**config.mk**
```make
export PLATFORM = sky130hd
export DESIGN_NAME = line_cache
export DESIGN_NICKNAME = d
export VERILOG_FILES = /design/src/cache_pkg.sv /design/src/line_cache.sv
export VERILOG_INCLUDE_DIRS = /design/src
export SDC_FILE = /design/constraint.sdc
export NUM_CORES = 2
export LEC_CHECK = 0
export ABC_CLOCK_PERIOD_IN_PS = 58900
export BUFFER_PORTS_ARGS = -buffer_cell sky130_fd_sc_hd__buf_4
export CAP_MARGIN = 20
export CORE_AREA = 2 2 635 637
export DETAILED_ROUTE_END_ITERATION = 8
export DIE_AREA = 0 0 637 639
export HOLD_SLACK_MARGIN = 0.15
export PLACE_DENSITY = 0.61
export SETUP_SLACK_MARGIN = 0.02
export SLEW_MARGIN = 20
export SYNTH_ARGS = -nofsm -noshare
export SYNTH_HDL_FRONTEND = slang
export SYNTH_MEMORY_MAX_BITS = 65536
export SYNTH_SLANG_ARGS = --single-unit
export TNS_END_PERCENT = 20
```
**constraint.sdc**
```tcl
create_clock -name clk -period 58.9 [get_ports clk]
set_input_delay 11.78 -clock clk [delete_from_list [all_inputs] [get_ports clk]]
set_output_delay 11.78 -clock clk [all_outputs]
set_load 0.01 [all_outputs]
```
**src/fetch_consts.svh**
```systemverilog
`ifndef FETCH_CONSTS_SVH
`define FETCH_CONSTS_SVH

// sizes shared by the caches, the arbiter and main memory

// byte address width
`define ADDR_BITS 32

// one cache line, 32 bytes
`define LINE_BITS 256

// lines per direct-mapped cache
`define CACHE_LINES 16

// lines held in main memory
`define MEM_LINES 256

// cycles from an accepted read to rd_valid
`define MEM_LATENCY 4

`endif
```
**src/cache_pkg.sv**
```systemverilog
`include "fetch_consts.svh"

package cache_pkg;

    // byte address and one full line
    typedef logic [`ADDR_BITS-1:0] addr_t;
    typedef logic [`LINE_BITS-1:0] line_t;

    typedef logic [$clog2(`CACHE_LINES)-1:0] index_t; // set select

    // address bits left above the set index and the byte offset
    typedef logic [`ADDR_BITS-$clog2(`CACHE_LINES)-$clog2(`LINE_BITS/8)-1:0] tag_t;

    typedef enum logic [1:0] {
        IDLE,     // nothing in flight
        SERVE_I,  // cpu fetch owns the icache port
        PREFETCH  // next line being pulled in
    } pf_state_t;

    typedef enum logic [1:0] {
        LOOKUP,
        MISS_WAIT, // line requested from memory
        RESPOND
    } cache_state_t;

endpackage

```
**src/line_cache.sv**
```systemverilog
`timescale 1ns/1ps
`include "fetch_consts.svh"

module line_cache (
    input  logic             clk,
    input  logic             rst,
    // requester side
    input  logic             read,
    input  cache_pkg::addr_t addr,
    output cache_pkg::line_t rdata,
    output logic             resp,
    // memory side through the arbiter
    output logic             mem_read,
    output cache_pkg::addr_t mem_addr,
    input  cache_pkg::line_t mem_rdata,
    input  logic             mem_resp
);

    localparam int OFFSET_BITS = $clog2(`LINE_BITS / 8);
    localparam int INDEX_BITS  = $bits(cache_pkg::index_t);
    localparam int TAG_BITS    = $bits(cache_pkg::tag_t);

    cache_pkg::cache_state_t state, next_state;

    logic [`CACHE_LINES-1:0] valid;
    cache_pkg::tag_t         tags  [`CACHE_LINES];
    cache_pkg::line_t        lines [`CACHE_LINES];
    cache_pkg::line_t        rdata_q;

    cache_pkg::index_t index;
    cache_pkg::tag_t   tag;
    logic              hit;
    logic              fill;

    assign index = addr[OFFSET_BITS +: INDEX_BITS];
    assign tag   = addr[`ADDR_BITS-1 -: TAG_BITS];
    assign hit   = valid[index] && (tags[index] == tag);
    assign fill  = (state == cache_pkg::MISS_WAIT) && mem_resp;

    // miss request is the whole aligned line, held until mem_resp
    assign mem_addr = {addr[`ADDR_BITS-1:OFFSET_BITS], {OFFSET_BITS{1'b0}}};
    assign mem_read = (state == cache_pkg::MISS_WAIT);

    assign resp  = (state == cache_pkg::RESPOND);
    assign rdata = rdata_q;

    always_ff @(posedge clk) begin
        if (rst) begin
            state <= cache_pkg::LOOKUP;
        end else begin
            state <= next_state;
        end
    end

    always_comb begin
        next_state = state;
        case (state)
            cache_pkg::LOOKUP: begin
                if (read) begin
                    next_state = hit ? cache_pkg::RESPOND : cache_pkg::MISS_WAIT;
                end
            end
            cache_pkg::MISS_WAIT: if (mem_resp) next_state = cache_pkg::RESPOND;
            cache_pkg::RESPOND:   next_state = cache_pkg::LOOKUP; // one-cycle resp pulse
            default:              next_state = cache_pkg::LOOKUP;
        endcase
    end

    always_ff @(posedge clk) begin
        if (rst) begin
            valid <= '0;
        end else if (fill) begin
            valid[index] <= 1'b1;
        end
    end

    // tag and data arrays
    always_ff @(posedge clk) begin
        if (fill) begin
            lines[index] <= mem_rdata;
            tags[index]  <= tag;
        end
    end

    // output line register, array read on lookup or bypass of the fill
    always_ff @(posedge clk) begin
        if (state == cache_pkg::LOOKUP && read) begin
            rdata_q <= lines[index];
        end else if (fill) begin
            rdata_q <= mem_rdata;
        end
    end

    resp_in_read: assert property (@(posedge clk) disable iff (rst)
        resp |-> read);

endmodule

```
==> flow_summary.toml <==
[outcome]
status = "completed"

[setup_path]
critPathMaxStageDelay_ns = 0.50
path_cells = "buf_4 -> buf_4"
path_common_cell = "buf_4"
r2r_start = "state[0]"
regToRegSetupSlack_ns = 53.50
path_buf_inv = 2
crit_family = "buffers and inverters"
end_kind = "output pin"
worstPathRequired_ns = 47.12
startpoint = "addr[8]"
cpMaxStageDelayCell = "buf_4"
critPathMaxFanout = 37
worstPathArrival_ns = 12.52
startpoint_type = "input pin"
worst-setup-path-type = "input pin to output pin"

[placement]
dp.cells = 13200
io_buffers = 571
place_area_sq_mm = 0.190
gp_congestion = 0.736
post-place-ws_ns = 34.58
hpwl_mm = 216

[route]
dr.pass1.iters = 6
drc = 0
wire_per_inst_um = 30.7
vias = 82200
drt_iter0_drc = 8934
routed_via_density = 5.82
ant_nets = 0
drt-total-wl_mm = 434

[cts]
ctsResizeCount = 0
cts_hold_buf = 0
clk_latency_ns = 1.02
clock-root-buffer = "clkbuf_16"
cts.sinks = 4738
post_cts_buffers = 0
cts-htree-levels = 5
cts_buffers = 472
cts_tree = "done"
clock_path_buffers = 4
clkTransAtPathRegs_ns = 0.06

[die]
initial_utilization = 0.448
core_area_sq_mm = 0.401
die_area_sq_mm = 0.407
io_pins = 582
dieWidth_um = 637
fp-row-count = 233
die-height_um = 639

[power]
switchingPower_mw = 1.55
power_frac_seq = 0.527
share_comb_of_total_power = 0.058
vdd_drop_max_mv = 0.0317
swShare = 0.215
p_int_mw = 5.66
clockPowerShare = 0.415
power_leakage_nw = 65.9
power.density_mw_per_mm2 = 35.0

[timing]
rsz0062_at_grt = "no"
final-max-slew-violation-count = 0
tightest_slew_ns = 1.15
min_period_ns = 24.30
setup_ws_ns = 34.60
period_share = 0.413
fmaxAchievable_mhz = 41.1
skew_ns = 0.0742
setup_viol = 0
hold_violations = 0
setup_tns_ns = 0
slew_headroom = 0.235

[logic_synthesis]
synth_cells = 7592
seq_area_frac_synth = 0.791
ys.flop_type = "edfxtp_1"
synth_top_area_cell = "edfxtp_1"
ys_types = 57
async_flop_share = 0
synth_top_area_frac = 0.789
syn_area_sq_mm = 0.180
synth.area.top_cells = "edfxtp_1 79%, mux4_2 17%, nand2_1 1.7%"
ys_seq_elements = 4738
synth_edf_count = 4720
yosysWarnings = 0
syn_area_per_cell_sq_um = 23.7

[final_layout]
final_nets = 8690
layout_commonest_cell = "edfxtp_1"
area_growth_syn_to_layout_pct = 14.6
postLayoutCellArea_sq_mm = 0.206
layout_common_cells = "4720 x edfxtp_1, 1350 x mux4_2, 799 x nand2_1, 711 x buf_4, 477 x clkbuf_16"
n_fill_cell = 30900
fin_util = 0.514
stdcell_count = 14100
drive_above_1_share = 0.318

[grt]
grt_start_max_net_pins = 152
busiest_layer = "met2"
grt_pass1_vias = 86800
overflow = 0
use_met3 = 0.0356
antenna_found_initial = 76
grt_use_met1 = 0.287
grt_first_pass_wirelength_mm = 623
grt_use_met2 = 0.363
grtUsageTotal = 0.212

[min_path]
min_path_type = "flop to flop"
hold_start = "valid[0]"

[run]
cap_violations = 0
==> per-layer routing <==
metal | part of all wire | wire (um) | vias to the layer above
met5 | 0.00086 | 373 | -
met4 | 0.020 | 8870 | 58
met3 | 0.063 | 27200 | 613
met1 | 0.40 | 175000 | 45100
met2 | 0.51 | 222000 | 2703
li1 | - | - | 33700
==> metrics by stage <==
step,total power [mW],hold slack [ns]
CTS,7.28,0.472
finish,7.21,0.467
global route,7.43,0.503
detailed placement,4.30,0.458
global placement,4.29,0.445
floorplan,4.11,0.435
==> worst paths after layout <==
check / cells past startpoint / to
setup / recovery: 2 / mem_addr[8]
setup reg to reg: 8 / lines[11][75]
hold reg to reg: 2 / valid[0]
hold / removal: 2 / valid[0]
==> kinds of logic (layout without fill, tap and decap cells) <==
family,Yosys count,after routing,share of synthesized area
AOI/OAI and AO/OA,89,89,0.00361
other,1,24,0.0000209
muxes,1427,1427,0.174
xor gates and xnor gates,27,27,0.00132
DFF,4738,4738,0.791
buffers and inverters,427,1633,0.0114
and+or+nand+nor,883,883,0.0190
==> power by group through the flow <==
stage | logic (mW) | registers, mW | clock network, mW
2_1_floorplan | 0.211 | 3.90 | 0
4_1_cts | 0.427 | 3.80 | 3.05
6_report | 0.418 | 3.80 | 2.99
3_3_place_gp | 0.419 | 3.87 | 0
5_1_grt | 0.449 | 3.80 | 3.18
3_5_place_dp | 0.426 | 3.87 | 0
==> Yosys cell counts (15+ instances only) <==
| library cell | instances |
|---|---|
| edfxtp_1 | 4720 |
| xnor2_1 | 20 |
| buf_4 | 42 |
| dfxtp_1 | 18 |
| nor2_1 | 45 |
| buf_2 | 218 |
| clkbuf_1 | 102 |
| mux4_2 | 1350 |
| mux2i_1 | 73 |
| a22oi_1 | 15 |
| buf_1 | 49 |
| nand2_1 | 799 |
==> layout make-up <==
class	instances	area, sq um	share of cell area
Clock inverter	306	3190	0.0155
Antenna cell	19	47.5	0.000231
Inverter	13	56.3	0.000273
Multi-Input combinational cell	2431	35600	0.173
Sequential cell	4738	142000	0.690
Timing Repair Buffer	742	5960	0.0290
Clock buffer	572	12300	0.0597
Tap cell	5287	6620	0.0321
==> flip-flops by register name (all words and copies together) (netlist names) <==
signal,flops
rdata,256
tags,368
state,2
valid,16
lines,4096
Power figures use the tool's default switching activity.
