## config.mk

```make
export PLATFORM = sky130hd
export DESIGN_NAME = mem_arbiter
export DESIGN_NICKNAME = d
export VERILOG_FILES = /design/src/bus_pkg.sv /design/src/cache_pkg.sv /design/src/mem_arbiter.sv
export VERILOG_INCLUDE_DIRS = /design/src
export SDC_FILE = /design/constraint.sdc
export NUM_CORES = 1
export LEC_CHECK = 0
export BUFFER_PORTS_ARGS = -buffer_cell sky130_fd_sc_hd__buf_2
export CORE_AREA = 2 2 330 332
export DETAILED_ROUTE_END_ITERATION = 10
export DIE_AREA = 0 0 332 334
export PLACE_DENSITY = 0.3
export SKIP_CTS_REPAIR_TIMING = 1
export SYNTH_ARGS = -nofsm -noshare
export SYNTH_HDL_FRONTEND = slang
export SYNTH_SLANG_ARGS = --single-unit
```

## constraint.sdc

```tcl
create_clock -name clk -period 1.3 [get_ports clk]
set_input_delay 0.26 -clock clk [delete_from_list [all_inputs] [get_ports clk]]
set_output_delay 0.26 -clock clk [all_outputs]
set_load 0.02 [all_outputs]
```

## src/fetch_consts.svh

```systemverilog
`ifndef FETCH_CONSTS_SVH
`define FETCH_CONSTS_SVH

// sizes shared by the caches, the arbiter and main memory

// byte address width
`define ADDR_BITS 32

// one cache line, 32 bytes
`define LINE_BITS 256

// lines per direct-mapped cache
`define CACHE_LINES 16

// lines held in main memory
`define MEM_LINES 256

// cycles from an accepted read to rd_valid
`define MEM_LATENCY 4

`endif
```

## src/bus_pkg.sv

```systemverilog
`include "fetch_consts.svh"

package bus_pkg;

    // who currently owns the memory port
    typedef enum logic {
        DATA  = 1'b0,
        INSTR = 1'b1
    } req_id_t;

    typedef enum logic [1:0] {
        FREE,
        BUSY_D, // data cache read in flight
        BUSY_I  // instruction cache read in flight
    } arb_state_t;

    typedef logic [$clog2(`MEM_LINES)-1:0] mem_index_t; // line number in main memory

endpackage

```

## src/cache_pkg.sv

```systemverilog
`include "fetch_consts.svh"

package cache_pkg;

    // byte address and one full line
    typedef logic [`ADDR_BITS-1:0] addr_t;
    typedef logic [`LINE_BITS-1:0] line_t;

    typedef logic [$clog2(`CACHE_LINES)-1:0] index_t; // set select

    // address bits left above the set index and the byte offset
    typedef logic [`ADDR_BITS-$clog2(`CACHE_LINES)-$clog2(`LINE_BITS/8)-1:0] tag_t;

    typedef enum logic [1:0] {
        IDLE,     // nothing in flight
        SERVE_I,  // cpu fetch owns the icache port
        PREFETCH  // next line being pulled in
    } pf_state_t;

    typedef enum logic [1:0] {
        LOOKUP,
        MISS_WAIT, // line requested from memory
        RESPOND
    } cache_state_t;

endpackage

```

## src/mem_arbiter.sv

```systemverilog
`timescale 1ns/1ps
`include "fetch_consts.svh"

module mem_arbiter (
    input  logic                clk,
    input  logic                rst,
    // data cache
    input  logic                d_mem_read,
    input  cache_pkg::addr_t    d_mem_addr,
    output cache_pkg::line_t    d_mem_rdata,
    output logic                d_mem_resp,
    // instruction cache
    input  logic                i_mem_read,
    input  cache_pkg::addr_t    i_mem_addr,
    output cache_pkg::line_t    i_mem_rdata,
    output logic                i_mem_resp,
    // main memory
    output logic                mem_rd_en,
    output bus_pkg::mem_index_t mem_rd_index,
    input  cache_pkg::line_t    mem_rdata,
    input  logic                mem_rd_valid,
    output logic                arbiter_idle
);

    localparam int OFFSET_BITS = $clog2(`LINE_BITS / 8);
    localparam int MIDX_BITS   = $bits(bus_pkg::mem_index_t);

    bus_pkg::arb_state_t state, next_state;
    bus_pkg::req_id_t    grant;
    logic                busy;

    assign busy  = (state != bus_pkg::FREE);
    assign grant = (state == bus_pkg::BUSY_D) ? bus_pkg::DATA : bus_pkg::INSTR;

    // shared return bus where only the granted side gets the resp
    assign d_mem_rdata = mem_rdata;
    assign i_mem_rdata = mem_rdata;
    assign d_mem_resp  = busy && mem_rd_valid && (grant == bus_pkg::DATA);
    assign i_mem_resp  = busy && mem_rd_valid && (grant == bus_pkg::INSTR);

    assign arbiter_idle = !busy && !d_mem_read && !i_mem_read;

    always_ff @(posedge clk) begin
        if (rst) begin
            state <= bus_pkg::FREE;
        end else begin
            state <= next_state;
        end
    end

    always_comb begin
        next_state   = state;
        mem_rd_en    = 1'b0;
        mem_rd_index = '0;
        case (state)
            bus_pkg::FREE: begin
                if (d_mem_read) begin // data first
                    next_state   = bus_pkg::BUSY_D;
                    mem_rd_en    = 1'b1;
                    mem_rd_index = d_mem_addr[OFFSET_BITS +: MIDX_BITS];
                end else if (i_mem_read) begin
                    next_state   = bus_pkg::BUSY_I;
                    mem_rd_en    = 1'b1;
                    mem_rd_index = i_mem_addr[OFFSET_BITS +: MIDX_BITS];
                end
            end
            bus_pkg::BUSY_D, bus_pkg::BUSY_I: begin
                if (mem_rd_valid) next_state = bus_pkg::FREE;
            end
            default: next_state = bus_pkg::FREE;
        endcase
    end

    // a response only goes to the cache that still waits for it
    resp_to_dcache: assert property (@(posedge clk) disable iff (rst)
        d_mem_resp |-> d_mem_read);

    resp_to_icache: assert property (@(posedge clk) disable iff (rst)
        i_mem_resp |-> i_mem_read);

    // memory must answer every grant after its fixed latency
    rd_latency: assert property (@(posedge clk) disable iff (rst)
        mem_rd_en |-> ##`MEM_LATENCY mem_rd_valid);

endmodule

```

==> flow_summary.json, run 1 <==
{
  "synthAdderAreaFrac_pct": 0.904,
  "path_max_fanout": 6,
  "dieArea_um2": 111000,
  "critical_path_required_ps": 1040,
  "syn_area_um2": 4150,
  "hpwl_mm": 32.8,
  "cpMaxStageDelayCell": "dfxtp_2",
  "antenna_found_initial": 2,
  "cts.sinks": 2,
  "worstPathArrival_ps": 1240,
  "cp-start-kind": "flip-flop",
  "ys_ff_latch": 2,
  "power.leakage_nw": 0.414,
  "cts-buffers-inserted": 3,
  "tightest_slew_ps": 220,
  "cts.clk_slew.worst_paths_ps": 30,
  "viasPerCell": 0.854,
  "reg_top3": "state x2",
  "drv_slew": 0,
  "post-route-util_pct": 2.42,
  "synth-compound-area-share_pct": 1.93,
  "grt.met1_usage_pct": 1.17,
  "grt.total_usage_pct": 5.91,
  "peakVddDrop_uv": 413,
  "cpLargestDelayFamily": "buffers and inverters",
  "antenna_cells": 0,
  "ant_nets": 0,
  "dr.pass1.iters": 4,
  "end_kind": "primary output",
  "first_global_vias": 1354,
  "grt_pass1_wl_mm": 37.7,
  "setup_viol_count_final": 13,
  "io_pins": 849,
  "synth.yosys.seq_area_share_pct": 0.964,
  "synthMuxAreaShare_pct": 0,
  "wire_per_inst_um": 23.4,
  "die_w_um": 332,
  "fin_worst_skew_ps": 3.93,
  "synth_warnings": 0,
  "synth_cells": 556,
  "final_cell_mix": "buf_2, buf_4, buf_6, nor2b_2",
  "path_cells": "inv_4 > ha_4 > buf_12 > nor2b_2 > buf_6",
  "p_per_area_nw_per_um2": 432,
  "cts-root-buf": "clkbuf_16",
  "layoutNonFillerInstCount": 1502,
  "grt_use_met3_pct": 11.7,
  "largest_reg_flops": 2,
  "portBuffers": 32,
  "outcome": "finished, violations left",
  "synth_xor_area_share_pct": 0,
  "synth_top_family_by_area": "buffers and inverters",
  "fin_crit_sh_pct": 115,
  "chipHeight_um": 334,
  "vias": 1282,
  "drt_iter0_drc": 37,
  "fin_crit_ps": 1500,
  "final_common_cell": "buf_2",
  "worst_hold_path_type": "in2reg",
  "whs_ps": 338,
  "cts_tree": "built",
  "yosys.area_share.simple_pct": 3.16,
  "routed_wl_mm": 35.1,
  "maxCapViolCount": 0,
  "grt_setup_unrepaired": "true",
  "core_area_um2": 108000,
  "initial_core_util_pct": 3.85,
  "cts_max_level": 1,
  "clk_path_buf_depth": 2,
  "met2_usage_pct": 8.77,
  "final.setup.worst_slack_ps": -201,
  "syn2layout_area_growth_pct": -37.3,
  "clk_latency_ps": 220,
  "overflow": 0,
  "gp_congestion": 0.589,
  "max_stage_delay_ps": 310,
  "fin_nets": 418,
  "max_freq_ghz": 0.666,
  "drc": 0,
  "violations": "negative setup slack",
  "hold_viol": 0,
  "num-fill-cells": 12900,
  "pre_cts_ws_ps": -196,
  "grt_max_degree": 12,
  "layout-drive-gt1-share_pct": 79.5,
  "synth_fp_nets": 884,
  "dpl.cell_count": 1496,
  "fp-row-count": 121,
  "synth_cell_types": 18,
  "top_register": "state",
  "synth.avg_cell_area_um2": 7.47,
  "crit_buf_inv": 3,
  "critical_path_class": "reg2out",
  "max_slew_margin_pct": 85.4,
  "grt_most_used_layer": "met3",
  "reg2reg_slack_ps": -190
}
synth_stat cells:
master    number  area, um^2
nor3b_1        1        7.51
and2_1         1        6.26
or4_1          1        7.51
a22oi_1        7        52.6
nor2_1         2        7.51
and3b_1        1        8.76
inv_1          2        7.51
a21oi_1        2        10.0
ha_1           3        37.5
nand3_1        1        5.00
nand2_1        2        7.51
nor2b_1       11        68.8
o31ai_1        1        7.51
dfxtp_1        2        40.0
nand2b_1       2        12.5
clkbuf_1       3        11.3
o21ai_0        2        10.0
buf_4        512        3840
where the power goes:
group          switching [mW]  leakage [nW]  internal, mW  total (mW)
Combinational           0.287         0.360         0.294       0.581
Sequential            0.00645        0.0172        0.0712      0.0777
Clock                  0.0758        0.0370         0.392       0.468
Total                   0.369         0.414         0.757        1.13
through the flow:
stage / TNS, ps / total power, mW / instance area (um^2)
3_5_place_dp: -1760 / 0.469 / 2330
3_3_place_gp: -1770 / 0.472 / 2330
4_1_cts: -3230 / 0.943 / 2410
2_1_floorplan: -45.1 / 2.57 / 4190
6_report: -2080 / 1.13 / 2600
5_1_grt: -2660 / 1.17 / 2600
worst paths after layout:
kind / from / end / cells after the start
worst max-delay path: state[1] / mem_rd_index[3] / 5
worst min-delay path: rst / state[0] / 2
worst max register to register: state[0] / state[1] / 6
worst min register to register: state[0] / state[0] / 3
per-layer routing:
layer | vias to the layer above | share of wire [%]
li1 | 242 | -
met1 | 352 | 8.0
met2 | 523 | 42
met3 | 165 | 42
met4 | 0 | 7.8
met5 | - | 0
cells by family (layout without fill, tap and decap cells):
family | count (synthesis) | after routing
AO/OA/AOI/OAI | 12 | 12
adder cells (fa/ha/maj) | 3 | 3
buffers and inverters | 517 | 49
flip-flops | 2 | 2
AND/OR/NAND/NOR | 22 | 22
final cells by class:
| type | count | area (um^2) | area share (%) |
|---|---|---|---|
| inverter | 2 | 12.5 | 0.481 |
| multi-input combinational | 37 | 357 | 13.7 |
| tap | 1414 | 1770 | 67.9 |
| clock buffer | 3 | 75.1 | 2.88 |
| timing repair buffer | 44 | 348 | 13.4 |
| sequential | 2 | 42.5 | 1.63 |
worst reg2reg max path, stage by stage (launching register included):
cell and delay, ps:
dfxtp_2 340, inv_4 50, ha_4 170, buf_12 150, nor2b_4 130, or4_1 500
o31ai_1 70
Power figures use the tool's default switching activity.
==> run 2, diff against run 1 <==
--- a/config.mk
+++ b/config.mk
@@ -11,6 +11,7 @@
 export DETAILED_ROUTE_END_ITERATION = 10
 export DIE_AREA = 0 0 332 334
 export PLACE_DENSITY = 0.3
+export REMOVE_ABC_BUFFERS = 1
 export SKIP_CTS_REPAIR_TIMING = 1
 export SYNTH_ARGS = -nofsm -noshare
 export SYNTH_HDL_FRONTEND = slang
==> run 2 against run 1 <==
- the flow still finishes with violations (negative setup slack)
- sequential share of layout area down 0.090 points
- critical path depth is 1 higher
- global-route usage grew 20 points
- final area grew 5.9%
- first-iteration DRC count increased to 13 times the previous value
- die area stayed put
- largest power group unchanged
- power grew 17%
- critical endpoint is now i_mem_resp
- non-clock buffer count grew 4
- routed wire length rose to 4.2 times the previous value
- register-to-register slack improved by 30 ps
- critical path type unchanged
- final cell count is 0.33% higher
- sequential power barely moved
==> flow_summary.json, run 2 (synthesis results as in run 1) <==
{
  "first_global_vias": 1436,
  "grt.total_usage_pct": 25.6,
  "worstPathArrival_ps": 1310,
  "dr.pass1.iters": 5,
  "cts_tree": "built",
  "critical_path_class": "reg2out",
  "grt_setup_unrepaired": "true",
  "die_w_um": 332,
  "cts-root-buf": "clkbuf_16",
  "top_register": "state",
  "placed_cell_area_um2": 2470,
  "cts.sinks": 2,
  "layout-drive-gt1-share_pct": 82.6,
  "drt_iter0_drc": 492,
  "tightest_slew_ps": 381,
  "reg_top3": "state x2",
  "antenna_found_initial": 3,
  "final_common_cell": "buf_2",
  "fp-row-count": 121,
  "overflow": 0,
  "vias": 2439,
  "clk_path_buf_depth": 2,
  "pre_cts_ws_ps": -298,
  "portBuffers": 32,
  "gp_congestion": 0.887,
  "violations": "negative setup slack",
  "path_cells": "inv_4 > buf_6 > ha_4 > nor3b_2 > buf_4 > buf_12",
  "viasPerCell": 1.62,
  "min_to": "state[0]",
  "peakVddDrop_uv": 363,
  "worst-r2r-cell-count": 6,
  "cts.clk_slew.worst_paths_ps": 30,
  "maxCapViolCount": 0,
  "num-fill-cells": 12900,
  "critical_path_required_ps": 1040,
  "chipHeight_um": 334,
  "io_pins": 849,
  "finalSetupTns_ps": -1940,
  "fin_crit_ps": 1570,
  "max_slew_margin_pct": 74.6,
  "path_max_fanout": 3,
  "final_cell_mix": "buf_2, buf_4, buf_12, nor2b_4",
  "setup_viol_count_final": 13,
  "dieArea_um2": 111000,
  "dpl.cell_count": 1499,
  "final_cell_area_um2": 2760,
  "p_per_area_nw_per_um2": 480,
  "grt_pass1_wl_mm": 152,
  "routed_wl_mm": 147,
  "cts_max_level": 1,
  "whs_ps": 248,
  "initial_core_util_pct": 3.85,
  "reg2reg_slack_ps": -160,
  "core_area_um2": 108000,
  "drv_slew": 0,
  "hold_viol": 0,
  "fin_worst_skew_ps": 1.11,
  "fin_nets": 422,
  "largest_reg_flops": 2,
  "worst_hold_path_type": "in2reg",
  "cp-start-kind": "flip-flop",
  "hpwl_mm": 144,
  "r2r-start": "state[0]",
  "ant_nets": 0,
  "post-route-util_pct": 2.56,
  "clk_latency_ps": 220,
  "max_freq_ghz": 0.637,
  "grt_max_degree": 11,
  "layoutNonFillerInstCount": 1507,
  "rr_endpoint": "state[1]",
  "end_kind": "primary output",
  "cpMaxStageDelayCell": "dfxtp_2",
  "outcome": "finished, violations left",
  "final.setup.worst_slack_ps": -270,
  "power.leakage_nw": 0.479,
  "wire_per_inst_um": 97.5,
  "cts-buffers-inserted": 3,
  "max_stage_delay_ps": 320,
  "finalPower_mw": 1.32,
  "syn2layout_area_growth_pct": -33.6,
  "min_path_cells": 2,
  "hp-start": "rst",
  "drc": 0,
  "fin_crit_sh_pct": 121
}
==> run 2: worst max-delay path by stage <==
stage	slack, ps	from	to
floorplan	-110	state[0]	state[1]
global placement	-290	i_mem_read	mem_rd_index[5]
detailed placement	-300	i_mem_read	mem_rd_index[5]
CTS	-420	state[1]	mem_rd_index[1]
global route	-320	state[1]	i_mem_resp
finish	-270	state[1]	i_mem_resp
==> run 2: power by group <==
part           leakage, nW  internal (mW)  total [mW]  switching (mW)
Combinational        0.425          0.377       0.776           0.399
Clock               0.0370          0.392       0.468          0.0763
Sequential          0.0172         0.0712      0.0779         0.00665
Total                0.479          0.840        1.32           0.482
==> run 2: layout make-up <==
cell class / instances / area (um^2) / share of cell area, %
diodes: 1 / 2.50 / 0.0908
clock buffers: 3 / 75.1 / 2.72
inverters: 2 / 12.5 / 0.454
multi-input cells: 37 / 394 / 14.3
flip-flops and latches: 2 / 42.5 / 1.54
well taps: 1414 / 1770 / 64.2
repair buffers: 48 / 460 / 16.7
==> run 2: critical path, delay by kind of cell, from the launching register on <==
kind / cells / cell delay, ps
buffers and inverters: 4 / 430
flip-flops: 1 / 320
AND/OR/NAND/NOR: 1 / 170
adder cells (fa/ha/maj): 1 / 150
==> run 2: routing by layer <==
| metal | wire length, um | track usage [%] | up-vias | part of all wire (%) |
|---|---|---|---|---|
| met5 | 1830 | 11.3 | - | 1.2 |
| met4 | 12500 | 17.4 | 20 | 8.5 |
| met3 | 48000 | 40.1 | 214 | 33 |
| met2 | 74600 | 46.1 | 1217 | 51 |
| met1 | 10100 | 4.72 | 736 | 6.9 |
| li1 | - | - | 252 | - |
