==> src/fetch_consts.svh <==
`ifndef FETCH_CONSTS_SVH
`define FETCH_CONSTS_SVH

// sizes shared by the caches, the arbiter and main memory

// byte address width
`define ADDR_BITS 32

// one cache line, 32 bytes
`define LINE_BITS 256

// lines per direct-mapped cache
`define CACHE_LINES 16

// lines held in main memory
`define MEM_LINES 256

// cycles from an accepted read to rd_valid
`define MEM_LATENCY 4

`endif
==> src/cache_pkg.sv <==
`include "fetch_consts.svh"

package cache_pkg;

    // byte address and one full line
    typedef logic [`ADDR_BITS-1:0] addr_t;
    typedef logic [`LINE_BITS-1:0] line_t;

    typedef logic [$clog2(`CACHE_LINES)-1:0] index_t; // set select

    // address bits left above the set index and the byte offset
    typedef logic [`ADDR_BITS-$clog2(`CACHE_LINES)-$clog2(`LINE_BITS/8)-1:0] tag_t;

    typedef enum logic [1:0] {
        IDLE,     // nothing in flight
        SERVE_I,  // cpu fetch owns the icache port
        PREFETCH  // next line being pulled in
    } pf_state_t;

    typedef enum logic [1:0] {
        LOOKUP,
        MISS_WAIT, // line requested from memory
        RESPOND
    } cache_state_t;

endpackage

==> src/next_line_prefetcher.sv <==
`timescale 1ns/1ps
`include "fetch_consts.svh"

module next_line_prefetcher (
    input  logic             clk,
    input  logic             rst,
    // cpu fetch port
    input  cache_pkg::addr_t i_addr,
    input  logic             i_read,
    output cache_pkg::line_t i_rdata,
    output logic             i_resp,
    // instruction cache port
    input  cache_pkg::line_t ic_rdata,
    input  logic             ic_resp,
    output cache_pkg::addr_t ic_addr,
    output logic             ic_read,
    // hints
    input  logic             branch_taken,
    input  logic             arbiter_idle
);

    localparam int LINE_BYTES  = `LINE_BITS / 8;
    localparam int OFFSET_BITS = $clog2(LINE_BYTES);

    cache_pkg::pf_state_t state, next_state;

    logic             no_pf;     // blocks prefetch until the next non-branch fetch
    logic             br_pend;   // branch pulse seen while its fetch still waits
    logic             pf_ok;
    cache_pkg::addr_t last_line; // last line handed to the cpu
    cache_pkg::addr_t last_pf;   // last line pulled in by prefetch
    cache_pkg::addr_t pf_addr;
    cache_pkg::addr_t i_line;

    assign i_line  = {i_addr[`ADDR_BITS-1:OFFSET_BITS], {OFFSET_BITS{1'b0}}};
    assign pf_addr = last_line + cache_pkg::addr_t'(LINE_BYTES); // sequential next line

    // only prefetch into a quiet bus and never the same line twice in a row
    assign pf_ok = !no_pf && arbiter_idle && (pf_addr != last_pf);

    // the cpu always sees the cache data and i_resp decides if it counts
    assign i_rdata = ic_rdata;

    always_ff @(posedge clk) begin
        if (rst) begin
            state <= cache_pkg::IDLE;
        end else begin
            state <= next_state;
        end
    end

    always_ff @(posedge clk) begin
        if (rst) begin
            no_pf   <= 1'b1; // first line after reset is never followed
            br_pend <= 1'b0;
        end else if (state == cache_pkg::IDLE && next_state == cache_pkg::SERVE_I) begin
            no_pf   <= branch_taken || br_pend; // the pulse may have come during a prefetch
            br_pend <= 1'b0;
        end else if (branch_taken) begin
            no_pf   <= 1'b1;
            br_pend <= 1'b1;
        end
    end

    always_ff @(posedge clk) begin
        if (rst) begin
            last_line <= '0;
            last_pf   <= '0;
        end else if (state == cache_pkg::SERVE_I && ic_resp) begin
            last_line <= i_line;
        end else if (state == cache_pkg::PREFETCH && ic_resp) begin
            last_pf   <= pf_addr;
        end
    end

    always_comb begin
        next_state = state;
        case (state)
            cache_pkg::IDLE: begin
                if (i_read) begin
                    next_state = cache_pkg::SERVE_I; // cpu wins over prefetch
                end else if (pf_ok) begin
                    next_state = cache_pkg::PREFETCH;
                end
            end
            cache_pkg::SERVE_I:  if (ic_resp) next_state = cache_pkg::IDLE;
            cache_pkg::PREFETCH: if (ic_resp) next_state = cache_pkg::IDLE;
            default:             next_state = cache_pkg::IDLE;
        endcase
    end

    // request goes out in the same cycle the decision is made
    always_comb begin
        ic_read = 1'b0;
        ic_addr = '0;
        i_resp  = 1'b0;
        case (state)
            cache_pkg::IDLE: begin
                if (i_read) begin
                    ic_read = 1'b1;
                    ic_addr = i_addr;
                end else if (pf_ok) begin
                    ic_read = 1'b1;
                    ic_addr = pf_addr;
                end
            end
            cache_pkg::SERVE_I: begin
                ic_read = 1'b1;
                ic_addr = i_addr;
                i_resp  = ic_resp;
            end
            cache_pkg::PREFETCH: begin
                ic_read = 1'b1;
                ic_addr = pf_addr; // response stays hidden from the cpu
            end
            default: ;
        endcase
    end

    // a leaked prefetch resp would reach the cpu with no fetch outstanding
    pf_hidden: assert property (@(posedge clk) disable iff (rst)
        !i_read |-> !i_resp);

endmodule

==> config.mk <==
export PLATFORM = sky130hd
export DESIGN_NAME = next_line_prefetcher
export DESIGN_NICKNAME = d
export VERILOG_FILES = /design/src/cache_pkg.sv /design/src/next_line_prefetcher.sv
export VERILOG_INCLUDE_DIRS = /design/src
export SDC_FILE = /design/constraint.sdc
export NUM_CORES = 1
export LEC_CHECK = 0
export BUFFER_PORTS_ARGS = -buffer_cell sky130_fd_sc_hd__buf_4
export CAP_MARGIN = 20
export CORE_AREA = 2 2 226 228
export CTS_BUF_LIST = sky130_fd_sc_hd__clkbuf_8 sky130_fd_sc_hd__clkbuf_16
export DETAILED_ROUTE_END_ITERATION = 10
export DIE_AREA = 0 0 228 230
export PLACE_DENSITY_LB_ADDON = 0.1
export SYNTH_ARGS = -nofsm -noshare
export SYNTH_HDL_FRONTEND = slang
export SYNTH_SLANG_ARGS = --single-unit
==> constraint.sdc <==
create_clock -name clk -period 4.8 [get_ports clk]
set_input_delay 0.96 -clock clk [delete_from_list [all_inputs] [get_ports clk]]
set_output_delay 0.96 -clock clk [all_outputs]
set_load 0.005 [all_outputs]
==> metrics.log, run 1 <==
INFO  metric detailedRoute.firstIterationViolations = 191
INFO  metric number_of_antenna_diodes = 0
INFO  metric antenna_violating_nets_post_route = 0
INFO  metric critical_path.top_delay_family = simple AND/OR/NAND/NOR gates
INFO  metric p_int = 1.08 mW
INFO  metric nets = 896
INFO  metric synthesis.nets = 1,077
INFO  metric setup_slack = 0.215 ns
INFO  metric post_synth_xor_area_fraction = 10.5%
INFO  metric layout.filler_cells = 5,875
INFO  metric critPathCaptureType = output port
INFO  metric power.density_cell_area = 263 nW/µm²
INFO  metric hold_slack = 0.496 ns
INFO  metric floorplan.initialDensity = 11.9%
INFO  metric synth_compound_area_share = 14.4%
INFO  metric post-route-cell-area = 5850 µm²
INFO  metric swShare = 29.9%
INFO  metric worstSkewPairLatency = 0.34 ns
INFO  metric postSynthAreaPerCell = 7.65 µm²
INFO  metric post_synthesis_instance_area = 5950 µm²
INFO  metric crit_path_top_delay_cell = sky130_fd_sc_hd__or4_1
INFO  metric clock_skew = 0.00713 ns
INFO  metric outcome = finished, final reports clean
INFO  metric drt_pre_antenna_iters = 4
INFO  metric power.share.clock = 41.9%
INFO  metric synthDistinctLibCells = 55
INFO  metric crit_required = 3.84 ns
INFO  metric worst_case_headroom_to_the_max_slew_limit = 44.1%
INFO  metric p_seq_share = 34.2%
INFO  metric vias = 4,376
INFO  metric gpl.final_weighted_congestion = 0.680
INFO  metric chain_of_cells_forming_the_critical_path = nand4_2 -> or4_1 -> or4_1 -> a31oi_1 -> o211ai_1 -> or4_4 -> nor3_4 -> buf_6 -> o31ai_1 -> buf_4
INFO  metric yosysSeqAreaShare = 19.5%
INFO  metric core_area = 49,900 µm²
INFO  metric clock_tree_from_tritoncts = built
INFO  metric timing.hold.worst.class = flop to flop
INFO  metric grt_pass1_wl = 34,700 µm
INFO  metric cts-buffers-inserted = 9
INFO  metric floorplan.die.height = 230 µm
INFO  metric basic_gate_share_of_the_synthesized_area_counting_and_or_nand_and_nor_cells = 18.1%
INFO  metric fin_crit = 4.58 ns
INFO  metric route.detailed.vias_per_inst = 3.44
INFO  metric die-area = 52,400 µm²
INFO  metric timing.setup.tns = 0 ns
INFO  metric worst_ep_arrival_time = 3.62 ns
INFO  metric setup_repair_after_global_routing_missed_its_margin = false
INFO  metric grt_max_degree = 59
INFO  metric cts-htree-levels = 3
INFO  metric grt_total_usage = 9.17%
INFO  metric io_buffers = 71
INFO  metric num_io_pins = 584
INFO  metric post_dp_cell_area = 5490 µm²
INFO  metric nature_of_the_critical_path_startpoint = flop
INFO  metric routed_wire_length_per_instance = 19.0 µm
INFO  metric p_leak = 1.90 nW
INFO  metric layout_commonest_cell = sky130_fd_sc_hd__buf_4
INFO  metric total_switching_power = 459 µW
INFO  metric die_w = 228 µm
INFO  metric routed_wl = 24,100 µm
INFO  metric slew_at_the_pin_with_the_worst_max_slew_slack = 0.836 ns
INFO  metric synth_cells = 778
INFO  metric synth-seq-cells = 58
INFO  metric post_cts_buffers = 0
INFO  metric clock_sinks = 58
INFO  metric overall_overflow_remaining_after_global_route = 0
INFO  metric cts-hold-fix-buffers = 0
INFO  metric setup_viol = 0
INFO  metric async_flop_share = 0%
INFO  metric synth.yosys.warnings = 0
INFO  metric synth_enable_flop_cells = 0
INFO  metric mostFrequentLayoutCells = sky130_fd_sc_hd__buf_4, sky130_fd_sc_hd__nand2_1, sky130_fd_sc_hd__nor2_1
INFO  metric place_ws = 0.196 ns
INFO  metric place_hpwl = 19,300 µm
INFO  metric first_global_vias = 4,731
INFO  metric clockRootBuffer = sky130_fd_sc_hd__clkbuf_16
INFO  metric drive_above_1_share = 24.0%
INFO  metric largest_family_of_logic_cells_by_synthesized_area = buffers and inverters
INFO  metric area_delta_synth_final = -1.60%
INFO  metric synth_mux_area_share = 0.505%
INFO  metric multi_input_gate_area_in_the_final_layout = 2710 µm²
INFO  metric path_max_fanout = 11
INFO  metric worstPathBufferInverterCount = 2
INFO  metric clk_pin_slew = 0.05 ns
INFO  metric timing.setup.critical_path_class = flop to output port
INFO  metric regArea = 1160 µm²
INFO  metric dominantRegCellSynth = sky130_fd_sc_hd__dfxtp_1
INFO  metric timing.final.crit_share = 95.5%
INFO  metric irDropWorstVdd = 143 µV
INFO  metric timing_hold_violations_final = 0
INFO  metric cts_buffer_depth = 2
INFO  metric number_of_cell_rows = 82
INFO  metric antenna_found_initial = 0
INFO  metric timing_max_transition_violations_final = 0
INFO  metric synth_adder_area_share = 1.05%
INFO  metric drc = 0
INFO  metric worst_path_largest_cell_delay = 0.67 ns
INFO  metric clock.fmax = 0.218 GHz
INFO  metric fin_total_pwr = 1.54 mW
INFO  metric p_comb_share = 23.9%
INFO  metric crit_path_frequent_cell = sky130_fd_sc_hd__or4_1
INFO  metric maxCapViolCount = 0
==> synthesized netlist by cell type, drive strengths merged, types with 6 or more instances <==
cell type    n  area share (%)
clkbuf      32             2.1
nand2       68             4.3
nor3        16             1.5
nor4         6            0.74
or4          6            0.82
buf        267              33
xor2        15             2.2
xnor2       25             3.7
nor2        64             4.0
and2         8            0.84
nand4       14             1.6
a211oi      27             3.4
inv          8            0.50
dfxtp       58              20
o31ai       26             3.3
nand3       17             1.5
and3         8            0.84
a21oi       58             4.9
xnor3        9             3.4
==> power by group through the flow <==
stage | Clock (mW) | Sequential (mW) | Combinational (mW)
global placement | 0 | 0.537 | 0.387
floorplan | 0 | 0.523 | 0.369
CTS | 0.677 | 0.526 | 0.386
finish | 0.644 | 0.525 | 0.368
global route | 0.705 | 0.529 | 0.413
detailed placement | 0 | 0.536 | 0.384
==> routing by layer <==
layer	global-route usage [%]	up-vias	share of wire [%]
met5	1.29	-	0.38
met4	4.62	4	4.0
met3	3.37	107	7.6
met2	14.9	233	47
met1	10.5	2021	42
li1	-	2011	-
==> state kept, by name, summed over array words and instances, names as in the netlist <==
signal,cells
last_line,27
br_pend,1
no_pf,1
state,2
last_pf,27
==> metrics by stage <==
step	std cells	util (%)
final	1273	11.7
after global routing	1273	11.7
after CTS	1272	11.7
after detailed placement	1257	11.0
after global placement	1257	11.0
after floorplan	778	-
==> area by class of cell <==
cell class | instances | area share [%]
timing repair buffer | 107 | 14.0
tap | 672 | 14.4
clock buffer | 10 | 4.08
clock inverter | 5 | 0.812
inverter | 8 | 0.513
sequential | 58 | 19.9
multi-input combinational | 413 | 46.3
==> tightest hold or removal path: stages (launching register included) <==
cell and delay (ns):
sky130_fd_sc_hd__dfxtp_1 0.33, sky130_fd_sc_hd__nand2_1 0.06, sky130_fd_sc_hd__a21oi_1 0.05
==> cell families (layout without fill, tap and decap cells) <==
kind of cell	after synthesis	count (layout)
xor gates and xnor gates	52	52
AOI/OAI and AO/OA	132	132
buffers and inverters	307	130
adders and majority gates	5	5
and+or+nand+nor	221	221
muxes	3	3
DFF	58	58
==> timing repair <==
item / in CTS / in global routing
endpoints found under the setup margin: 3 / 26
gates cloned: 0 / 0
pin swaps: 0 / 1
resized for setup: 8 / 6
==> path summary, 6_finish.rpt <==
kind,start,end,slack (ns),cells past startpoint
max,last_line[9],ic_addr[31],0.22,10
min,last_line[31],last_line[31],0.50,2
max reg2reg,last_line[11],br_pend,1.77,9
min reg2reg,last_line[31],last_line[31],0.50,2
(Power assumes the default switching activity.)
==> run 2, diff against run 1 <==
--- a/config.mk
+++ b/config.mk
@@ -8,11 +8,11 @@
 export LEC_CHECK = 0
 export BUFFER_PORTS_ARGS = -buffer_cell sky130_fd_sc_hd__buf_4
 export CAP_MARGIN = 20
-export CORE_AREA = 2 2 226 228
+export CORE_AREA = 2 2 229 231
 export CTS_BUF_LIST = sky130_fd_sc_hd__clkbuf_8 sky130_fd_sc_hd__clkbuf_16
 export DETAILED_ROUTE_END_ITERATION = 10
-export DIE_AREA = 0 0 228 230
-export PLACE_DENSITY_LB_ADDON = 0.1
+export DIE_AREA = 0 0 231 233
+export PLACE_DENSITY_LB_ADDON = 0.2
 export SYNTH_ARGS = -nofsm -noshare
 export SYNTH_HDL_FRONTEND = slang
 export SYNTH_SLANG_ARGS = --single-unit
==> constraint.sdc (replaced) <==
create_clock -name clk -period 4.1 [get_ports clk]
set_input_delay 0.82 -clock clk [delete_from_list [all_inputs] [get_ports clk]]
set_output_delay 0.82 -clock clk [all_outputs]
set_load 0.005 [all_outputs]
==> run 2 against run 1 <==
  * Setup slack got worse by 0.21 ns
  * Critical path depth increased by 4
  * Via count increased by 2.7%
  * Non-clock buffer count increased by 35
  * Clock skew increased by 0.0011 ns
  * Clock-buffer cell count decreased by 1
  * Register-to-register slack got worse by 0.51 ns
  * Flip-flop and latch count unchanged
  * Critical path type unchanged
  * Global-route usage decreased by 0.78 points
  * Power increased by 25%
  * Wire length decreased by 4.5%
  * First-iteration DRC count increased by 3.7%
==> metrics.log, run 2 (synthesis gave the netlist of run 1 again) <==
INFO  metric outcome = finished, final reports clean
INFO  metric nature_of_the_critical_path_startpoint = flop
INFO  metric irDropWorstVdd = 163 µV
INFO  metric clock.fmax = 0.244 GHz
INFO  metric whs_path_depth = 2
INFO  metric power.density_cell_area = 292 nW/µm²
INFO  metric clock_skew = 0.00818 ns
INFO  metric p_leak = 2.21 nW
INFO  metric path_max_fanout = 7
INFO  metric gpl.final_weighted_congestion = 0.730
INFO  metric mostFrequentLayoutCells = sky130_fd_sc_hd__buf_4, sky130_fd_sc_hd__nand2_1, sky130_fd_sc_hd__nor2_1
INFO  metric clk_pin_slew = 0.05 ns
INFO  metric swShare = 29.6%
INFO  metric area_delta_synth_final = 10.6%
INFO  metric place_ws = -0.191 ns
INFO  metric crit_required = 3.28 ns
INFO  metric grt_total_usage = 8.39%
INFO  metric die-area = 53,800 µm²
INFO  metric clock_tree_from_tritoncts = built
INFO  metric routed_wl = 23,100 µm
INFO  metric floorplan.initialDensity = 11.6%
INFO  metric setup_viol = 0
INFO  metric num_io_pins = 584
INFO  metric p_comb_share = 26.5%
INFO  metric reg2reg_slack = 1.26 ns
INFO  metric nets = 931
INFO  metric cts-hold-fix-buffers = 0
INFO  metric timing.setup.critical_path_class = flop to output port
INFO  metric route.detailed.vias_per_inst = 3.41
INFO  metric slew_at_the_pin_with_the_worst_max_slew_slack = 0.734 ns
INFO  metric post-place-cells = 1,285
INFO  metric floorplan.die.height = 233 µm
INFO  metric cts_buffer_depth = 2
INFO  metric drive_above_1_share = 35.5%
INFO  metric io_buffers = 71
INFO  metric worst_case_headroom_to_the_max_slew_limit = 51.1%
INFO  metric layout_commonest_cell = sky130_fd_sc_hd__buf_4
INFO  metric maxCapViolCount = 0
INFO  metric cts-buffers-inserted = 9
INFO  metric routed_wire_length_per_instance = 17.5 µm
INFO  metric p_int = 1.36 mW
INFO  metric p_seq_share = 31.7%
INFO  metric drt_pre_antenna_iters = 4
INFO  metric first_global_vias = 4,572
INFO  metric clock_sinks = 58
INFO  metric grt_pass1_wl = 32,800 µm
INFO  metric timing_max_transition_violations_final = 0
INFO  metric total_switching_power = 569 µW
INFO  metric fin_crit = 4.09 ns
INFO  metric number_of_cell_rows = 83
INFO  metric setup_repair_after_global_routing_missed_its_margin = true
INFO  metric grt_max_degree = 59
INFO  metric largest_registers = last_line x27, last_pf x27, state x2
INFO  metric die_w = 231 µm
INFO  metric timing.hold.worst.class = flop to flop
INFO  metric antenna_found_initial = 2
INFO  metric overall_overflow_remaining_after_global_route = 0
INFO  metric vias = 4,492
INFO  metric detailedRoute.firstIterationViolations = 198
INFO  metric critPathCaptureType = output port
INFO  metric worst_ep_arrival_time = 3.27 ns
INFO  metric layout.filler_cells = 5,898
INFO  metric fin_cells = 1,316
INFO  metric final_core_utilization = 12.9%
INFO  metric cts-htree-levels = 3
INFO  metric number_of_antenna_diodes = 0
INFO  metric core_area = 51,100 µm²
INFO  metric clockRootBuffer = sky130_fd_sc_hd__clkbuf_16
INFO  metric timing_hold_violations_final = 0
INFO  metric drc = 0
INFO  metric worstSkewPairLatency = 0.33 ns
INFO  metric timing.final.crit_share = 99.9%
INFO  metric setup_slack = 0.00516 ns
INFO  metric place_hpwl = 18,000 µm
INFO  metric worst_r2r_path_depth = 13
INFO  metric antenna_violating_nets_post_route = 0
INFO  metric power.share.clock = 41.8%
==> run 2: cell types whose count changed in the layout (fill, tap and decap cells not counted), moves of 4 or more <==
| cell | previous run | this run |
|---|---|---|
| sky130_fd_sc_hd__o31ai_2 | 0 | 16 |
| sky130_fd_sc_hd__o31ai_4 | 0 | 8 |
| sky130_fd_sc_hd__buf_4 | 105 | 126 |
| sky130_fd_sc_hd__nand3_1 | 16 | 10 |
| sky130_fd_sc_hd__o31ai_1 | 26 | 2 |
| sky130_fd_sc_hd__nand3_2 | 1 | 5 |
| sky130_fd_sc_hd__buf_6 | 1 | 12 |
==> run 2: layout make-up <==
class                      count  area, µm²  share of cell area [%]
sequential                    58       1170                    17.8
timing repair buffer         142       1150                    17.5
inverter                       8       30.0                   0.456
clock inverter                 6       82.6                    1.25
tap                          680        851                    12.9
clock buffer                   9        225                    3.42
multi-input combinational    413       3070                    46.7
==> run 2: critical path, stage by stage, from the launching register on <==
cell                      delay, ns
sky130_fd_sc_hd__dfxtp_2       0.33
sky130_fd_sc_hd__buf_6         0.09
sky130_fd_sc_hd__ha_4          0.16
sky130_fd_sc_hd__buf_6         0.13
sky130_fd_sc_hd__nand2_4       0.06
sky130_fd_sc_hd__o31ai_2       0.17
sky130_fd_sc_hd__o311a_1       0.26
sky130_fd_sc_hd__nand4_1       0.10
sky130_fd_sc_hd__or4_1         0.51
sky130_fd_sc_hd__or4_4         0.45
sky130_fd_sc_hd__nor3_4        0.17
sky130_fd_sc_hd__buf_6         0.15
sky130_fd_sc_hd__buf_12        0.14
sky130_fd_sc_hd__o31ai_4       0.07
sky130_fd_sc_hd__buf_4         0.16
==> run 2: stage by stage <==
stage	cell area, µm²	hold WS (ns)	power [mW]	setup TNS, ns
after global placement	5640	0.486	1.08	-0.198
final	6580	0.497	1.92	0
after floorplan	5950	0.462	1.05	0
after global routing	6580	0.511	2.04	-3.87
after detailed placement	5640	0.485	1.08	-0.541
after CTS	6410	0.498	1.96	-2.58
==> run 2: path summary, 6_finish.rpt <==
check                from     endpoint
max          last_line[6]  ic_addr[23]
min               br_pend      br_pend
max reg2reg  last_line[6]      br_pend
min reg2reg       br_pend      br_pend
==> run 2: power groups by stage <==
stage | sequential [mW] | combinational, mW | clock, mW
6_report | 0.610 | 0.511 | 0.804
3_3_place_gp | 0.621 | 0.463 | 0
2_1_floorplan | 0.613 | 0.432 | 0
5_1_grt | 0.613 | 0.567 | 0.862
4_1_cts | 0.609 | 0.515 | 0.838
3_5_place_dp | 0.620 | 0.460 | 0
==> run 2: metal layers <==
layer | share of wire (%) | track usage, % | vias up
li1 | - | - | 2080
met3 | 12 | 5.00 | 75
met4 | 2.8 | 3.02 | 6
met5 | 0.34 | 0.735 | -
met1 | 40 | 9.48 | 2024
met2 | 45 | 12.9 | 307
==> run 2: repair_timing <==
| action | 4_1_cts | 5_1_grt |
|---|---|---|
| setup buffers | 10 | 6 |
| gates resized for setup | 75 | 26 |
| setup endpoints to repair | 28 | 28 |
| pin swaps | 24 | 16 |
==> run 3, diff against run 2 <==
==> constraint.sdc (replaced) <==
create_clock -name clk -period 4.1 [get_ports clk]
set_input_delay 0.41 -clock clk [delete_from_list [all_inputs] [get_ports clk]]
set_output_delay 0.41 -clock clk [all_outputs]
set_load 0.005 [all_outputs]
==> run 3 against run 2 <==
  * Largest cell class unchanged
  * Setup slack improved by 0.20 ns
  * Register-to-register slack got worse by 0.11 ns
  * Critical path depth decreased by 4
  * Power decreased by 1.0%
  * Design area decreased by 11%
  * First-iteration DRC count increased by 21%
  * Clock-buffer cell count increased by 3
  * Clock power increased by 7.0%
  * Via count decreased by 4.1%
  * Combinational power decreased by 17%
==> metrics.log, run 3 (synthesis gave the netlist of run 1 again) <==
INFO  metric outcome = finished, final reports clean
INFO  metric r2r_start = last_line[13]
INFO  metric worst_ep_arrival_time = 3.49 ns
INFO  metric timing.setup.tns = 0 ns
INFO  metric layout_commonest_cell = sky130_fd_sc_hd__buf_4
INFO  metric floorplan.initialDensity = 11.6%
INFO  metric cts-buffers-inserted = 9
INFO  metric largest_registers = last_line x27, last_pf x27, state x2
INFO  metric timing_max_transition_violations_final = 0
INFO  metric irDropWorstVdd = 186 µV
INFO  metric worst_path_largest_cell_delay = 0.59 ns
INFO  metric fin_total_pwr = 1.90 mW
INFO  metric gpl.final_weighted_congestion = 0.713
INFO  metric vias = 4,309
INFO  metric setup_viol = 0
INFO  metric timing.hold.worst.class = primary input to flop
INFO  metric antenna_found_initial = 1
INFO  metric drt_pre_antenna_iters = 4
INFO  metric grt_total_usage = 8.35%
INFO  metric core_area = 51,100 µm²
INFO  metric route.detailed.vias_per_inst = 3.36
INFO  metric timing.final.crit_share = 95.0%
INFO  metric grt_max_degree = 59
INFO  metric area_delta_synth_final = -1.18%
INFO  metric nature_of_the_critical_path_startpoint = flop
INFO  metric place_hpwl = 18,300 µm
INFO  metric critPathCaptureType = output port
INFO  metric clock_skew = 0.00711 ns
INFO  metric cts_buffer_depth = 2
INFO  metric routed_wl = 23,000 µm
INFO  metric setup_repair_after_global_routing_missed_its_margin = false
INFO  metric cts-htree-levels = 3
INFO  metric post-place-cells = 1,265
INFO  metric place_ws = 0.266 ns
INFO  metric worst_case_headroom_to_the_max_slew_limit = 51.5%
INFO  metric die-area = 53,800 µm²
INFO  metric maxCapViolCount = 0
INFO  metric crit_path_frequent_cell = sky130_fd_sc_hd__or4_1
INFO  metric nets = 895
INFO  metric die_w = 231 µm
INFO  metric min-delay-start = i_addr[9]
INFO  metric clock_sinks = 58
INFO  metric mostFrequentLayoutCells = sky130_fd_sc_hd__buf_4, sky130_fd_sc_hd__nand2_1, sky130_fd_sc_hd__nor2_1
INFO  metric p_leak = 1.88 nW
INFO  metric overall_overflow_remaining_after_global_route = 0
INFO  metric drc = 0
INFO  metric slew_at_the_pin_with_the_worst_max_slew_slack = 0.727 ns
INFO  metric power.density_cell_area = 324 nW/µm²
INFO  metric setup_slack = 0.204 ns
INFO  metric floorplan.die.height = 233 µm
INFO  metric fin_crit = 3.90 ns
INFO  metric clock.fmax = 0.257 GHz
INFO  metric crit_required = 3.69 ns
INFO  metric io_buffers = 71
INFO  metric num_io_pins = 584
INFO  metric number_of_antenna_diodes = 0
INFO  metric multi_input_gate_area_in_the_final_layout = 2690 µm²
INFO  metric timing_hold_violations_final = 0
INFO  metric worstSkewPairLatency = 0.34 ns
INFO  metric crit_path_top_delay_cell = sky130_fd_sc_hd__or4_1
INFO  metric layout.filler_cells = 6,006
INFO  metric clockRootBuffer = sky130_fd_sc_hd__clkbuf_16
INFO  metric path_max_fanout = 11
INFO  metric first_global_vias = 4,455
INFO  metric fin_cells = 1,281
INFO  metric drive_above_1_share = 24.5%
INFO  metric antenna_violating_nets_post_route = 0
INFO  metric regArea = 1170 µm²
INFO  metric grt_pass1_wl = 32,000 µm
INFO  metric clk_pin_slew = 0.05 ns
INFO  metric setup.worst_path.start = last_line[7]
INFO  metric cts-hold-fix-buffers = 0
INFO  metric routed_wire_length_per_instance = 18.0 µm
INFO  metric number_of_cell_rows = 83
INFO  metric detailedRoute.firstIterationViolations = 240
INFO  metric chain_of_cells_forming_the_critical_path = nand4_2 -> or4_1 -> or4_1 -> a31oi_1 -> o211ai_1 -> or4_4 -> nor3_4 -> buf_6 -> o31ai_1 -> buf_4
INFO  metric timing.setup.critical_path_class = flop to output port
INFO  metric clock_tree_from_tritoncts = built
## run 3: cell count changes in the layout (fill, tap and decap cells not counted), moves of 5 or more
cell and change:
sky130_fd_sc_hd__buf_4 -21, sky130_fd_sc_hd__buf_6 -11, sky130_fd_sc_hd__nand3_1 +5, sky130_fd_sc_hd__o31ai_1 +24
sky130_fd_sc_hd__o31ai_2 -16, sky130_fd_sc_hd__o31ai_4 -8
## run 3: repair_timing
action | CTS | global route
setup endpoints to repair | 15 | 26
gates resized for setup | 4 | 11
setup buffers | 0 | 0
cloned | 0 | 0
## run 3: worst max-delay path: cells and delay by family (launching register included)
family,cells,cell delay (ns)
flip-flops,1,0.42
buffers and inverters,2,0.38
AND/OR/NAND/NOR,5,1.96
AO/OA/AOI/OAI,3,0.39
## run 3: worst paths after layout
kind / endpoint / slack (ns) / cells after the start
max reg2reg: state[0] / 1.15 / 10
max: ic_addr[18] / 0.20 / 10
min: last_line[9] / 0.33 / 3
min reg2reg: last_line[31] / 0.50 / 2
## run 3: final cells by class
class                      count  area share (%)
sequential                    58            19.9
clock buffer                  12            4.53
tap                          680            14.5
clock inverter                 4            1.23
timing repair buffer         106            13.6
multi-input combinational    413            45.7
inverter                       8           0.511
## run 3: per-stage QoR
| stage | util, % | area (µm²) | hold WS [ns] |
|---|---|---|---|
| 2_1_floorplan | - | 5950 | 0.462 |
| 3_3_place_gp | 10.8 | 5490 | 0.485 |
| 3_5_place_dp | 10.8 | 5490 | 0.488 |
| 4_1_cts | 11.4 | 5840 | 0.326 |
| 5_1_grt | 11.5 | 5880 | 0.339 |
| 6_report | 11.5 | 5880 | 0.332 |
## run 3: report_power, final
group          total (mW)  switching, mW  internal (mW)
sequential          0.620         0.0329          0.587
clock               0.860          0.279          0.580
combinational       0.425          0.226          0.199
## run 3: routing by layer
metal / track usage (%) / part of all wire (%)
met1: 9.27 / 40
met2: 13.2 / 46
met3: 4.42 / 11
met4: 3.45 / 3.0
met5: 0.735 / 0.28
